File: src/panda_ctrl_pkg.sv
package panda_ctrl_pkg;

   typedef logic [31:0] word_t;       // Sizes, bases, register data
   typedef logic [4:0]  param_addr_t; // Register index

   // Register map, three entries per memory then the output pair
   localparam int unsigned ParamCount = 23;

   localparam int unsigned CfgN        = 0;
   localparam int unsigned CfgAAddr    = 1;
   localparam int unsigned CfgDAddr    = 2;
   localparam int unsigned InstrN      = 3;
   localparam int unsigned InstrAAddr  = 4;
   localparam int unsigned InstrDAddr  = 5;
   localparam int unsigned LutN        = 6;
   localparam int unsigned LutAAddr    = 7;
   localparam int unsigned LutDAddr    = 8;
   localparam int unsigned SparseN     = 9;
   localparam int unsigned SparseAAddr = 10;
   localparam int unsigned SparseDAddr = 11;
   localparam int unsigned ActN        = 12;
   localparam int unsigned ActAAddr    = 13;
   localparam int unsigned ActDAddr    = 14;
   localparam int unsigned WConvN      = 15;
   localparam int unsigned WConvAAddr  = 16;
   localparam int unsigned WConvDAddr  = 17;
   localparam int unsigned WFcN        = 18;
   localparam int unsigned WFcAAddr    = 19;
   localparam int unsigned WFcDAddr    = 20;
   localparam int unsigned OutN        = 21; // Output beat count
   localparam int unsigned OutAddr     = 22; // Output sink base

   // Destination memory of the write enable
   typedef enum logic [2:0] {
      sel_null,
      sel_config,
      sel_instr,
      sel_lut,
      sel_sparse,
      sel_act,
      sel_wconv,
      sel_wfc
   } mem_sel_t;

   typedef enum logic [1:0] {
      mode_fc   = 2'd0, // FC weights only
      mode_cnn  = 2'd1, // Conv then FC weights
      mode_none = 2'd2  // No weight load
   } layer_mode_t;

   typedef enum logic [3:0] {
      idle,
      load_config,
      load_instr,
      load_lut,
      load_sparse,
      load_act,
      load_wconv,
      load_wfc,
      accel_run,
      accel_running,
      terminate
   } phase_t;

endpackage

File: src/panda_ctrl_top.sv
module panda_ctrl_top (
   input  logic                        clk_i,
   input  logic                        rst_ni,
   input  logic                        clear_i,
   input  logic                        start_i,
   input  logic                        reg_we_i,
   input  panda_ctrl_pkg::param_addr_t reg_addr_i,
   input  panda_ctrl_pkg::word_t       reg_wdata_i,
   input  panda_ctrl_pkg::layer_mode_t mode_i,
   input  logic                        a_ready_start_i,
   input  logic                        b_ready_start_i,
   input  logic                        c_ready_start_i,
   input  logic                        a_valid_i,
   input  logic                        b_valid_i,
   input  logic                        c_valid_i,
   input  logic                        engine_done_i,
   output logic                        a_req_start_o,
   output logic                        b_req_start_o,
   output logic                        c_req_start_o,
   output panda_ctrl_pkg::word_t       a_base_addr_o,
   output panda_ctrl_pkg::word_t       b_base_addr_o,
   output panda_ctrl_pkg::word_t       c_base_addr_o,
   output panda_ctrl_pkg::word_t       trans_size_o,
   output panda_ctrl_pkg::word_t       out_trans_size_o,
   output panda_ctrl_pkg::mem_sel_t    mem_sel_o,
   output logic                        stream_ready_o,
   output logic                        out_stream_ready_o,
   output logic                        engine_clear_o,
   output logic                        engine_enable_o,
   output logic                        engine_start_o,
   output logic                        done_o
);

   panda_ctrl_pkg::word_t  params [panda_ctrl_pkg::ParamCount];
   panda_ctrl_pkg::phase_t phase;
   logic load_clear, load_ready, load_done; // Memory load counter
   logic out_clear, out_ready, out_done;    // Output sink counter

   panda_param_regs param_regs_i (
      .clk_i, .rst_ni, .reg_we_i, .reg_addr_i, .reg_wdata_i,
      .params_o (params)
   );

   panda_stream_cfg stream_cfg_i (
      .phase_i  (phase),
      .params_i (params),
      .trans_size_o, .a_base_addr_o, .b_base_addr_o, .c_base_addr_o,
      .out_size_o (out_trans_size_o),
      .mem_sel_o
   );

   // Load beats need both address and data
   panda_packet_counter load_cnt_i (
      .clk_i, .rst_ni, .clear_i,
      .clear_req_i (load_clear),
      .valid_i     (a_valid_i && b_valid_i),
      .size_i      (trans_size_o),
      .ready_o     (load_ready),
      .done_o      (load_done)
   );

   panda_packet_counter out_cnt_i (
      .clk_i, .rst_ni, .clear_i,
      .clear_req_i (out_clear),
      .valid_i     (c_valid_i),
      .size_i      (out_trans_size_o),
      .ready_o     (out_ready),
      .done_o      (out_done)
   );

   panda_phase_fsm phase_fsm_i (
      .clk_i, .rst_ni, .clear_i, .start_i, .mode_i,
      .a_ready_start_i, .b_ready_start_i, .c_ready_start_i,
      .load_ready_i (load_ready),
      .load_done_i  (load_done),
      .out_ready_i  (out_ready),
      .out_done_i   (out_done),
      .engine_done_i,
      .phase_o      (phase),
      .load_clear_o (load_clear),
      .out_clear_o  (out_clear),
      .stream_ready_o, .out_stream_ready_o,
      .a_req_start_o, .b_req_start_o, .c_req_start_o,
      .engine_clear_o, .engine_enable_o, .engine_start_o, .done_o
   );

endmodule

File: src/panda_packet_counter.sv
module panda_packet_counter (
   input  logic                  clk_i,
   input  logic                  rst_ni,
   input  logic                  clear_i,     // Abort, empties the counter
   input  logic                  clear_req_i, // Sequencer wants a clear
   input  logic                  valid_i,
   input  panda_ctrl_pkg::word_t size_i,
   output logic                  ready_o,     // Accept strobe
   output logic                  done_o
);

   panda_ctrl_pkg::word_t cnt_q;
   logic                  clr_q; // Clear request, one cycle late

   assign ready_o = valid_i && !clr_q && (cnt_q < size_i);
   assign done_o  = !clr_q && (cnt_q == size_i);

   always_ff @(posedge clk_i or negedge rst_ni) begin
      if (!rst_ni) begin
         cnt_q <= '0;
         clr_q <= 1'b1; // Hold off until a phase opens
      end else if (clear_i) begin
         cnt_q <= '0;
         clr_q <= 1'b1;
      end else begin
         clr_q <= clear_req_i;
         if (clr_q) cnt_q <= '0;
         else if (ready_o) cnt_q <= cnt_q + 1'b1; // One beat per accept
      end
   end

   // Size of the current phase is never overrun once counting
   a_no_overrun : assert property (
      @(posedge clk_i) disable iff (!rst_ni)
      !clr_q |-> cnt_q <= size_i
   );

endmodule

File: src/panda_param_regs.sv
module panda_param_regs (
   input  logic                        clk_i,
   input  logic                        rst_ni,
   input  logic                        reg_we_i,
   input  panda_ctrl_pkg::param_addr_t reg_addr_i,
   input  panda_ctrl_pkg::word_t       reg_wdata_i,
   output panda_ctrl_pkg::word_t       params_o [panda_ctrl_pkg::ParamCount]
);

   panda_ctrl_pkg::word_t params_q [panda_ctrl_pkg::ParamCount];
   logic                  addr_ok;

   // Indices 23..31 fall outside the map
   assign addr_ok = (reg_addr_i < panda_ctrl_pkg::ParamCount);

   always_ff @(posedge clk_i or negedge rst_ni) begin
      if (!rst_ni) begin
         for (int i = 0; i < panda_ctrl_pkg::ParamCount; i++) begin
            params_q[i] <= '0; // Sizes of zero skip every phase
         end
      end else if (reg_we_i && addr_ok) begin
         params_q[reg_addr_i] <= reg_wdata_i; // Single-cycle write
      end
   end

   assign params_o = params_q;

   // Software must only write inside the register map
   a_write_in_map : assert property (
      @(posedge clk_i) disable iff (!rst_ni)
      reg_we_i |-> addr_ok
   );

endmodule

File: src/panda_phase_fsm.sv
module panda_phase_fsm (
   input  logic                        clk_i,
   input  logic                        rst_ni,
   input  logic                        clear_i,
   input  logic                        start_i,
   input  panda_ctrl_pkg::layer_mode_t mode_i,
   input  logic                        a_ready_start_i,
   input  logic                        b_ready_start_i,
   input  logic                        c_ready_start_i,
   input  logic                        load_ready_i,
   input  logic                        load_done_i,
   input  logic                        out_ready_i,
   input  logic                        out_done_i,
   input  logic                        engine_done_i,
   output panda_ctrl_pkg::phase_t      phase_o,
   output logic                        load_clear_o,
   output logic                        out_clear_o,
   output logic                        stream_ready_o,
   output logic                        out_stream_ready_o,
   output logic                        a_req_start_o,
   output logic                        b_req_start_o,
   output logic                        c_req_start_o,
   output logic                        engine_clear_o,
   output logic                        engine_enable_o,
   output logic                        engine_start_o,
   output logic                        done_o
);

   panda_ctrl_pkg::phase_t state_q, state_d;
   logic in_load;     // Any memory load phase
   logic in_run;      // Output sink active
   logic src_ready;   // Both input sources ready to start
   logic load_seen_q; // Beat taken since the last load clear
   logic out_seen_q;  // Same for the output sink

   assign src_ready = a_ready_start_i && b_ready_start_i;
   assign in_load   = state_q inside {panda_ctrl_pkg::load_config, panda_ctrl_pkg::load_instr,
                                      panda_ctrl_pkg::load_lut, panda_ctrl_pkg::load_sparse,
                                      panda_ctrl_pkg::load_act, panda_ctrl_pkg::load_wconv,
                                      panda_ctrl_pkg::load_wfc};
   assign in_run    = (state_q == panda_ctrl_pkg::accel_running);

   always_comb begin
      state_d = state_q;
      unique case (state_q)
         panda_ctrl_pkg::idle:
            if (start_i) state_d = panda_ctrl_pkg::load_config;
         panda_ctrl_pkg::load_config:
            if (load_done_i) state_d = panda_ctrl_pkg::load_instr;
         panda_ctrl_pkg::load_instr:
            if (load_done_i) state_d = panda_ctrl_pkg::load_lut;
         panda_ctrl_pkg::load_lut:
            if (load_done_i) state_d = panda_ctrl_pkg::load_sparse;
         panda_ctrl_pkg::load_sparse:
            if (load_done_i) state_d = panda_ctrl_pkg::load_act;
         panda_ctrl_pkg::load_act: begin
            if (load_done_i) begin // Weight loads depend on the layer type
               unique case (mode_i)
                  panda_ctrl_pkg::mode_cnn: state_d = panda_ctrl_pkg::load_wconv;
                  panda_ctrl_pkg::mode_fc:  state_d = panda_ctrl_pkg::load_wfc;
                  default:                  state_d = panda_ctrl_pkg::accel_run;
               endcase
            end
         end
         panda_ctrl_pkg::load_wconv:
            if (load_done_i) state_d = panda_ctrl_pkg::load_wfc;
         panda_ctrl_pkg::load_wfc:
            if (load_done_i) state_d = panda_ctrl_pkg::accel_run;
         panda_ctrl_pkg::accel_run:
            state_d = panda_ctrl_pkg::accel_running; // Single start cycle
         panda_ctrl_pkg::accel_running:
            if (engine_done_i) state_d = panda_ctrl_pkg::terminate;
         panda_ctrl_pkg::terminate:
            if (src_ready) state_d = panda_ctrl_pkg::idle; // Sources drained
         default: state_d = panda_ctrl_pkg::idle;
      endcase
   end

   always_ff @(posedge clk_i or negedge rst_ni) begin
      if (!rst_ni) begin
         state_q     <= panda_ctrl_pkg::idle;
         load_seen_q <= 1'b0;
         out_seen_q  <= 1'b0;
      end else if (clear_i) begin
         state_q     <= panda_ctrl_pkg::idle; // Abort current job
         load_seen_q <= 1'b0;
         out_seen_q  <= 1'b0;
      end else begin
         state_q     <= state_d;
         load_seen_q <= !load_clear_o && (load_seen_q || stream_ready_o);
         out_seen_q  <= !out_clear_o && (out_seen_q || out_stream_ready_o);
      end
   end

   // Clear outside the active phase and once it completes
   assign load_clear_o = !in_load || load_done_i;
   assign out_clear_o  = !in_run || engine_done_i;

   assign stream_ready_o     = in_load && load_ready_i; // Also memory write enable
   assign out_stream_ready_o = in_run && out_ready_i;

   // Kick the streamers only before the first beat of a phase
   assign a_req_start_o = in_load && src_ready && !load_seen_q && !load_done_i;
   assign b_req_start_o = a_req_start_o;
   assign c_req_start_o = in_run && c_ready_start_i && !out_seen_q && !out_done_i;

   assign engine_clear_o  = (state_q == panda_ctrl_pkg::idle);
   assign engine_enable_o = !(state_q inside {panda_ctrl_pkg::idle, panda_ctrl_pkg::terminate});
   assign engine_start_o  = (state_q == panda_ctrl_pkg::accel_run);
   assign done_o          = (state_q == panda_ctrl_pkg::terminate) && src_ready;
   assign phase_o         = state_q;

   // Engine start is a single-cycle pulse per job
   a_start_pulse : assert property (
      @(posedge clk_i) disable iff (!rst_ni)
      engine_start_o |=> !engine_start_o
   );

endmodule

File: src/panda_stream_cfg.sv
module panda_stream_cfg (
   input  panda_ctrl_pkg::phase_t   phase_i,
   input  panda_ctrl_pkg::word_t    params_i [panda_ctrl_pkg::ParamCount],
   output panda_ctrl_pkg::word_t    trans_size_o,
   output panda_ctrl_pkg::word_t    a_base_addr_o,
   output panda_ctrl_pkg::word_t    b_base_addr_o,
   output panda_ctrl_pkg::word_t    c_base_addr_o,
   output panda_ctrl_pkg::word_t    out_size_o,
   output panda_ctrl_pkg::mem_sel_t mem_sel_o
);

   int unsigned idx;    // Beat-count register of the phase's memory
   logic        active; // Phase loads a memory

   always_comb begin
      idx       = panda_ctrl_pkg::CfgN;
      active    = 1'b1;
      mem_sel_o = panda_ctrl_pkg::sel_null;
      unique case (phase_i)
         panda_ctrl_pkg::load_config: begin
            idx       = panda_ctrl_pkg::CfgN;
            mem_sel_o = panda_ctrl_pkg::sel_config;
         end
         panda_ctrl_pkg::load_instr: begin
            idx       = panda_ctrl_pkg::InstrN;
            mem_sel_o = panda_ctrl_pkg::sel_instr;
         end
         panda_ctrl_pkg::load_lut: begin
            idx       = panda_ctrl_pkg::LutN;
            mem_sel_o = panda_ctrl_pkg::sel_lut;
         end
         panda_ctrl_pkg::load_sparse: begin
            idx       = panda_ctrl_pkg::SparseN;
            mem_sel_o = panda_ctrl_pkg::sel_sparse;
         end
         panda_ctrl_pkg::load_act: begin
            idx       = panda_ctrl_pkg::ActN;
            mem_sel_o = panda_ctrl_pkg::sel_act;
         end
         panda_ctrl_pkg::load_wconv: begin
            idx       = panda_ctrl_pkg::WConvN;
            mem_sel_o = panda_ctrl_pkg::sel_wconv;
         end
         panda_ctrl_pkg::load_wfc: begin
            idx       = panda_ctrl_pkg::WFcN;
            mem_sel_o = panda_ctrl_pkg::sel_wfc;
         end
         default: active = 1'b0; // Idle, run and terminate
      endcase
      // A-stream base follows the count, D-stream base after it
      trans_size_o  = active ? params_i[idx]     : '0;
      a_base_addr_o = active ? params_i[idx + 1] : '0;
      b_base_addr_o = active ? params_i[idx + 2] : '0;
   end

   // Output sink setup does not depend on the phase
   assign out_size_o    = params_i[panda_ctrl_pkg::OutN];
   assign c_base_addr_o = params_i[panda_ctrl_pkg::OutAddr];

endmodule
File: config.mk
export PLATFORM = sky130hd
export DESIGN_NAME = panda_ctrl_top
export DESIGN_NICKNAME = d
export VERILOG_FILES = /design/src/panda_ctrl_pkg.sv /design/src/panda_ctrl_top.sv /design/src/panda_packet_counter.sv /design/src/panda_param_regs.sv /design/src/panda_phase_fsm.sv /design/src/panda_stream_cfg.sv
export SDC_FILE = /design/constraint.sdc
export NUM_CORES = 2
export LEC_CHECK = 0
export BUFFER_PORTS_ARGS = -buffer_cell sky130_fd_sc_hd__buf_2
export CAP_MARGIN = 20
export CORE_ASPECT_RATIO = 1.1
export CORE_MARGIN = 1
export CORE_UTILIZATION = 34
export CTS_BUF_LIST = sky130_fd_sc_hd__clkbuf_8
export DETAILED_ROUTE_END_ITERATION = 6
export PLACE_DENSITY = 0.52
export SLEW_MARGIN = 20
export SYNTH_ARGS = -nofsm -noshare
export SYNTH_HDL_FRONTEND = slang
export SYNTH_SLANG_ARGS = --single-unit
File: constraint.sdc
create_clock -name clk_i -period 4.35 [get_ports clk_i]
set_clock_uncertainty 0.2 [all_clocks]
set_input_delay 0 -clock clk_i [delete_from_list [all_inputs] [get_ports clk_i]]
set_output_delay 0 -clock clk_i [all_outputs]
set_load 0.02 [all_outputs]
# Word-level counts from Yosys, hierarchy flattened
# Cells that the tools add are included.
# op_classes
n_addsub	4
n_lt_le_gt_ge	8
n_eq_ne	23
muxes	41
n_bitwise	4
n_reduce_logical	44
# op_table
op	n
$bwmux W736	1
$mux W32	16
$bmux W32 S5	3
$demux W32 S5	1
$ge A33 B6 Y1 const B	3
$not A32 Y33	2
$add A32 B1 Y32 const B	2
$eq A32 B32 Y1	2
$lt A32 B32 Y1	2
$mux W4	11
$pmux W4 S11	1
$not A5 Y33	1
$pmux W5 S6	1
$ne A3 B2 Y1 const B	8
$logic_and A1 B1 Y1	21
$pmux W3 S7	1
$eq A4 B3 Y1 const B	4
$eq A4 B4 Y1 const B	3
$logic_not A1 Y1	11
$reduce_and A10 Y1	1
$eq A4 B2 Y1 const B	2
$pmux W4 S2	1
$reduce_bool A7 Y1	1
$reduce_or A7 Y1	1
other kinds (15)	24
# word_totals
ff_bits	808
input_bits	51
out_inout_bits	172
elab_cells	154

# Longest topological paths before layout
# depth
word_depth	13
mapped_depth	21
mapped_depth_nobuf	16

# Cells and area by module
# From an unflattened synthesis, not the netlist that was laid out.
# hier_totals
cells_unflattened	4363
hier_area_um2	48769.3
# by_module_without_submodules
mod	n_inst	cells_per_inst	area_per_inst_um2	seq_area_each_um2
panda_param_regs	1	1645	27518.9	18417.7
panda_stream_cfg	1	2017	15307.2	0.0
panda_packet_counter	2	321	2708.8	827.0
panda_phase_fsm	1	58	519.2	150.1
panda_ctrl_top	1	1	6.3	0.0

# Worst setup path before layout
# OpenSTA, ideal clock, no wires.
# synth_path
path_type	reg-to-reg
from	register phase_fsm_i.state_q[3] (netlist: phase_fsm_i.phase_o[3])
to	register load_cnt_i.cnt_q[28]
setup_ns	0.132
arrival_ns	4.965
required_ns	4.018
path_slack_ns	-0.947
stages_incl_launch_ff	21
n_path_buf	5
period_less_slack_ns	5.297
cell_sequence	dfrtp_1 > buf_2 > or2_1 > or2_1 > buf_2 > buf_4 > buf_6 > mux4_2 > nand2_1 > nand3b_1 > o21ai_0 > a2111oi_0 > ha_1 > o221ai_1 > a221oi_1 > a2bb2oi_1 > nand3_1 > clkbuf_1 > nor3_1 > xnor2_1 > nor2_1
# synth_between
elab_chain_len	10
word_cells_on_any_way	18
cone_classes	1 x order compare; 7 x eq/ne; 6 x mux; 1 x bitwise; 3 x reduce/logical
# synth_lines
item	line	text
from (decl)	panda_phase_fsm.sv:29	panda_ctrl_pkg::phase_t state_q, state_d;
from (signal assigned)	panda_phase_fsm.sv:81	state_q <= panda_ctrl_pkg::idle;
from (signal assigned)	panda_phase_fsm.sv:85	state_q <= panda_ctrl_pkg::idle;
from (signal assigned)	panda_phase_fsm.sv:89	state_q <= state_d;
$eq A4 B3 Y1 / $eq A4 B2 Y1 (equally long branches)	panda_stream_cfg.sv:19	unique case (phase_i)
$pmux W5 S6	panda_stream_cfg.sv:19	
$not A5 Y33 (implied by the code)	panda_stream_cfg.sv:51	trans_size_o = active ? params_i[idx] : '0;
$bmux W32 S5	panda_stream_cfg.sv:51	
$mux W32 (implied by the code) (2 in a row)	panda_stream_cfg.sv:51	
$mux W32 *	panda_stream_cfg.sv:51	
net trans_size_o[0]	panda_ctrl_top.sv:23	output panda_ctrl_pkg::word_t trans_size_o,
$lt A32 B32 Y1 *	panda_packet_counter.sv:15	assign ready_o = valid_i && !clr_q && (cnt_q < size_i);
$logic_and A1 B1 Y1 *	panda_packet_counter.sv:15	
$reduce_bool A3 Y1 (no line) *	--	
to (signal assigned)	panda_packet_counter.sv:28	else if (ready_o) cnt_q <= cnt_q + 1'b1;
to (decl)	panda_packet_counter.sv:12	panda_ctrl_pkg::word_t cnt_q;
# Mark *: on every way through the listed nets, which the timed path passes. The rest lies on a longest branch. The select of a mux whose other input is x is not followed.
# A chain may end at the register's enable or synchronous reset.

# Worst setup path after layout
# layout_path
from	register phase_fsm_i.state_q[0] (netlist: phase_fsm_i.phase_o[0])
to	output a_base_addr_o[16]
# layout_between
elab_chain_len	8
word_cells_on_any_way	16
cone_classes	1 x add/sub; 7 x eq/ne; 6 x mux; 1 x bitwise; 1 x reduce/logical
# layout_lines
item	line	text
$eq A4 B3 Y1 / $eq A4 B2 Y1 (equally long branches)	panda_stream_cfg.sv:19	
$pmux W5 S6	panda_stream_cfg.sv:19	
$add A5 B1 Y6	panda_stream_cfg.sv:52	a_base_addr_o = active ? params_i[idx + 1] : '0;
$not A32 Y33 (implied by the code)	panda_stream_cfg.sv:52	
$bmux W32 S5	panda_stream_cfg.sv:52	
$mux W32 (implied by the code) (2 in a row)	panda_stream_cfg.sv:52	
$mux W32 *	panda_stream_cfg.sv:52	
to (decl)	panda_ctrl_top.sv:20	output panda_ctrl_pkg::word_t a_base_addr_o,
# Mark *: on every way between the ends. The rest lies on a longest branch, timed or not. The select of a mux whose other input is x is not followed.

==> results <==
- After synthesis, flip-flops and latches occupy 40.0% of the total area.
- Port buffering added ~220 buffers.
- The detailed router finished its first iteration with approximately 4.2k violations.
- Once routing completed, OpenROAD measured the worst setup slack at -0.654 ns.
- The via density per instance is approximately 6.
- The final weighted congestion in routability-driven placement is 0.920.
- Setup repair after global routing could not meet its margin everywhere.
- The final reports fail on DRC, setup timing.
- The source of the worst register-to-register timing path is phase_fsm_i.phase_o[0]$_DFFE_PN0P_.
- Summed over all layers, the routed wires come to 219000 um.
- The number of max-slew violations in the final report is 0.
- The slew at the pin closest to its max-slew limit is around 1.1 ns.
- The total overflow reported by the global router is 0.
- The multiplexer area fraction after synthesis is about a third.
- The category of the critical setup timing path is reg2out.
- The filler cells instantiated in the layout total between 10k and 15k.
- The fraction of final layout cells sized beyond drive strength 1 is roughly 46%.
- The CTS sink count is 808.
- The worst vdd rail ir drop is 0.414 mV.
- Of the total power, the share spent switching nets is 40.8%.
- The sequential share of power is a little over a quarter.
- Entering global routing, the biggest net connects ~170 pins.
- Tracing the worst setup path back leads to its startpoint at phase_fsm_i.phase_o[0]$_DFFE_PN0P_.
- Yosys mapped a number of flops with a built-in enable equal to 0.
- The fraction of power consumed by combinational cells is a little over half.
- The root buffer cell is clkbuf_8.
- Walking the worst path, the cells encountered are or2_1 > or2_4 > buf_12 > buf_6 > buf_16 > clkinv_8 > ha_4 > nor2_1 > a32oi_1 > and2_4 > buf_12 > buf_4 > buf_6 > nand2_2 > and3_4 > a311oi_2 > nor4_2 > nor4_4 > buf_4.
- Across every metal layer, demand over resource in global routing totals between 20% and 30%.
- The area of the core is between 0.1 and 0.15 mm^2.
- The shortest clock period the worst path allows after layout is roughly 5 ns.
- Total power for the finished layout comes to just under 40000 uW.
- From bottom edge to top edge, the die measures just over 400 um.
- The latest clock arrival within the worst-skew pair is around 0.90 ns.
- The number of maximum-capacitance violations is 0.
- The clock network burns just over 20% of the power.
- After clock tree synthesis, the clock-pin slew on the worst setup and hold paths is 0.06 ns.
- The synthesized netlist devotes ~1.7% of its cell area to adder and majority cells.
- The overall die width is 370 um.
- The total nets after synthesis is between 4k and 5k.
- After the last flow step, the layout net total stands at around 5.3k.
- The pre-antenna-repair detailed-routing pass consisted of 7 iterations.
- The number of antenna violations at the first check in global routing was 8.
- The total via count in the routed design is ~44k.
- The largest individual stage delay along the critical path comes from the cell nor4_4.
- The run finished, with violations left.
- The max-slew headroom at the worst pin is between 20 and 30%.
- The total count of hold-check failures in the final report is 0.
- Setup violations remaining at the end of the flow were counted as between 70 and 80.
- STA classifies the critical path startpoint as a register.
- In this run, CTS created clock tree buffers numbering 150.
- Once layout is done, the placed cells without fillers occupy approximately 0.066 mm^2.
- The initial core utilization is between 30% and 40%.
- Summed over all failing endpoints, the final setup total negative slack is -30.50 ns.
- Hold is met by between 0.07 and 0.08 ns.
- The die covers around 0.15 mm^2.
- For this run, the slowest stage of the critical path takes between 0.5 and 0.6 ns.
- For this run, design rule violations remaining after detail routing come to 20.
- Of the total synthesized cell area, the portion taken by XOR and XNOR cells is less than 1%.
- The standard-cell row count is ~150.
- For this run, the share of the core covered by cells in the final layout is 44.6%.
- The worst register-to-register path ends at load_cnt_i.cnt_q[5]$_DFFE_PN0P_.
- The compound-gate portion of the synthesized area is 7.18%.
- The post-synthesis share of cell area spent on and, or, nand and nor gates is between 10 and 15%.
- The combined area of all synthesized cells is 0.0506 mm^2.
- Summed over all nets, the half-perimeter wirelength after detailed placement is 139000 um.
- The number of instances in the synthesized netlist is 4546.
- Based on the critical path, the design can be clocked at up to around 200 MHz.
- The type of the most critical hold path is in2reg.
- During synthesis, Yosys emitted a total of 0 warnings.
- Summing all placed instances gives a cell area of 0.0564 mm^2.
- At the worst endpoint, the arrival time is 4.80 ns.
- The number of global-route vias before repair came to approximately 42k.
- TritonCTS built the clock tree.
- The critical path endpoint category is a primary output.
- The startpoint identified for the worst hold timing path is reg_wdata_i[21].
- The clock passes through at most 3 buffers.
- The net switching power is 16100 uW.
- The synthesis-stage register bit count is 808.
- The mean area per synthesized cell is between 10 and 15 um^2.
- The capturing instance or port of the critical path is a_base_addr_o[16].
- The proportion of synthesized flip-flops having asynchronous set or reset is 100%.
- Once detail routing completed, the nets flagged for antenna violations numbered 0.
- The number of H-tree branching levels is 4.
- The slack of the worst reg-to-reg path is -0.51 ns.
- The analysis attributes to cell leakage a power of about 0.029 uW.
- The power density over the cells is ~600 mW/mm^2.
- The largest family of logic cells by synthesized area is multiplexers.
- In this run the worst path has a maximum fanout of 8.
- The area overhead of the layout relative to synthesis is 30.3%.
- The endpoint required time on the critical path is ~4.2 ns.
- The wire length per cell after detailed routing is about 30 um.
- The count of cell types in the netlist is 70.
- The global-route wire length before repair is roughly 300000 um.
- The worst register-to-register path has a depth of 21.
- The share of the clock period used by the worst path is 115%.
- The most used flip-flop cell after synthesis is dfrtp_1.
- During I/O placement, the number of pins put on the boundary was ~220.
- The internal portion of total power is 23400 uW.
[through the flow]
step,worst slack (ns),std cells
finish,-0.654,7244
global route,-0.781,7241
CTS,-0.702,7138
detailed placement,-0.502,6646
global placement,-0.586,6645
floorplan,-0.0968,4546
[layer usage]
metal	vias up	GRT usage, %	share of wire, %
met5	-	0	0.0073
met4	2	14.8	6.0
met3	548	6.13	9.5
met2	2366	43.1	45
met1	22700	37.2	39
li1	18100	-	-
[logic make-up after synthesis]
logic type,count (synthesis)
multiplexers,1197
flip-flops,808
AND/OR/NAND/NOR,1289
buffers and inverters,573
XOR/XNOR,28
AO/OA/AOI/OAI,582
adder cells (fa/ha/maj),69
[synth_stat cells (21+ instances only)]
library cell,n,area (um^2)
dfrtp_1,806,20200
nand2_1,724,2720
mux2_2,721,8120
mux4_2,352,7930
clkbuf_1,283,1060
nand3_1,185,926
a21oi_1,171,856
nor2_1,132,495
o21ai_0,131,656
mux2i_1,100,1000
inv_1,89,334
buf_4,70,526
ha_1,68,851
nor3_1,64,320
buf_1,62,233
buf_2,56,280
o22ai_1,38,238
a311oi_1,34,298
o21bai_1,34,255
nor4_1,33,206
a22oi_1,32,240
a31oi_1,32,200
and3_1,28,175
mux2_1,24,270
nand4_1,23,144
nor4b_1,23,201
a21o_1,21,158
xnor2_1,21,184
[sequential cells by signal (all words and copies together) (netlist names)]
| register | count |
|---|---|
| out_cnt_i.cnt_q | 32 |
| phase_fsm_i.phase_o | 4 |
| phase_fsm_i.out_seen_q | 1 |
| load_cnt_i.clr_q | 1 |
| load_cnt_i.cnt_q | 32 |
| param_regs_i.params_o | 736 |
| out_cnt_i.clr_q | 1 |
| phase_fsm_i.load_seen_q | 1 |
[worst max-delay path, delay by kind of cell (launching register included)]
| family | cells | cell delay, ns |
|---|---|---|
| fa+ha+maj | 1 | 0.13 |
| flops | 1 | 0.38 |
| buf+inv | 8 | 1.13 |
| compound gates | 2 | 0.51 |
| simple gates | 8 | 1.73 |
[layout by cell type (no fill, tap or decap), types with 42 or more instances in the layout]
cell	n
nand2_1	671
buf_4	384
a21oi_2	53
buf_6	76
clkbuf_8	199
nor2_1	117
mux2_2	715
mux4_2	352
nand3_1	169
nand2_2	42
mux2i_1	100
dlygate4sd3_1	159
o21ai_0	102
inv_1	121
a21oi_1	117
buf_12	89
dfrtp_1	805
ha_1	53
buf_2	179
[timing repair]
item                       4_1_cts  5_1_grt
setup buffers                   51       96
pin swaps                       64      162
gates cloned                    13       23
gates resized for setup        280      326
hold buffers                   160        0
setup endpoints to repair      104       90
hold endpoints to repair      1616        0
[worst min path at each step]
stage                                             endpoint  slack [ns]  depth (start not counted)
finish              param_regs_i.params_o[373]$_DFFE_PN0P_        0.07                          3
global placement    param_regs_i.params_o[709]$_DFFE_PN0P_       -0.27                          1
CTS                 param_regs_i.params_o[153]$_DFFE_PN0P_       0.003                          3
floorplan                  load_cnt_i.cnt_q[0]$_DFFE_PN0P_       -0.50                          0
global route        param_regs_i.params_o[601]$_DFFE_PN0P_        0.08                          3
detailed placement  param_regs_i.params_o[581]$_DFFE_PN0P_       -0.27                          1
[cell type report]
cell class	count	area [um^2]	share of cell area (%)
clock inverter	69	531	0.805
antenna	5	12.5	0.0190
tap	1950	2440	3.70
timing repair buffer	956	9550	14.5
clock buffer	199	2740	4.15
sequential	808	20200	30.7
multi-input combinational	3166	30100	45.6
inverter	91	369	0.560
[power groups by stage]
stage	combinational [uW]	clock [uW]	sequential [uW]
finish	21100	8150	10200
detailed placement	17300	0	10300
global route	21900	8620	10400
floorplan	10600	0	9690
global placement	17200	0	10200
CTS	19300	8280	10200
Note: power is estimated with default switching activity, not from simulation.
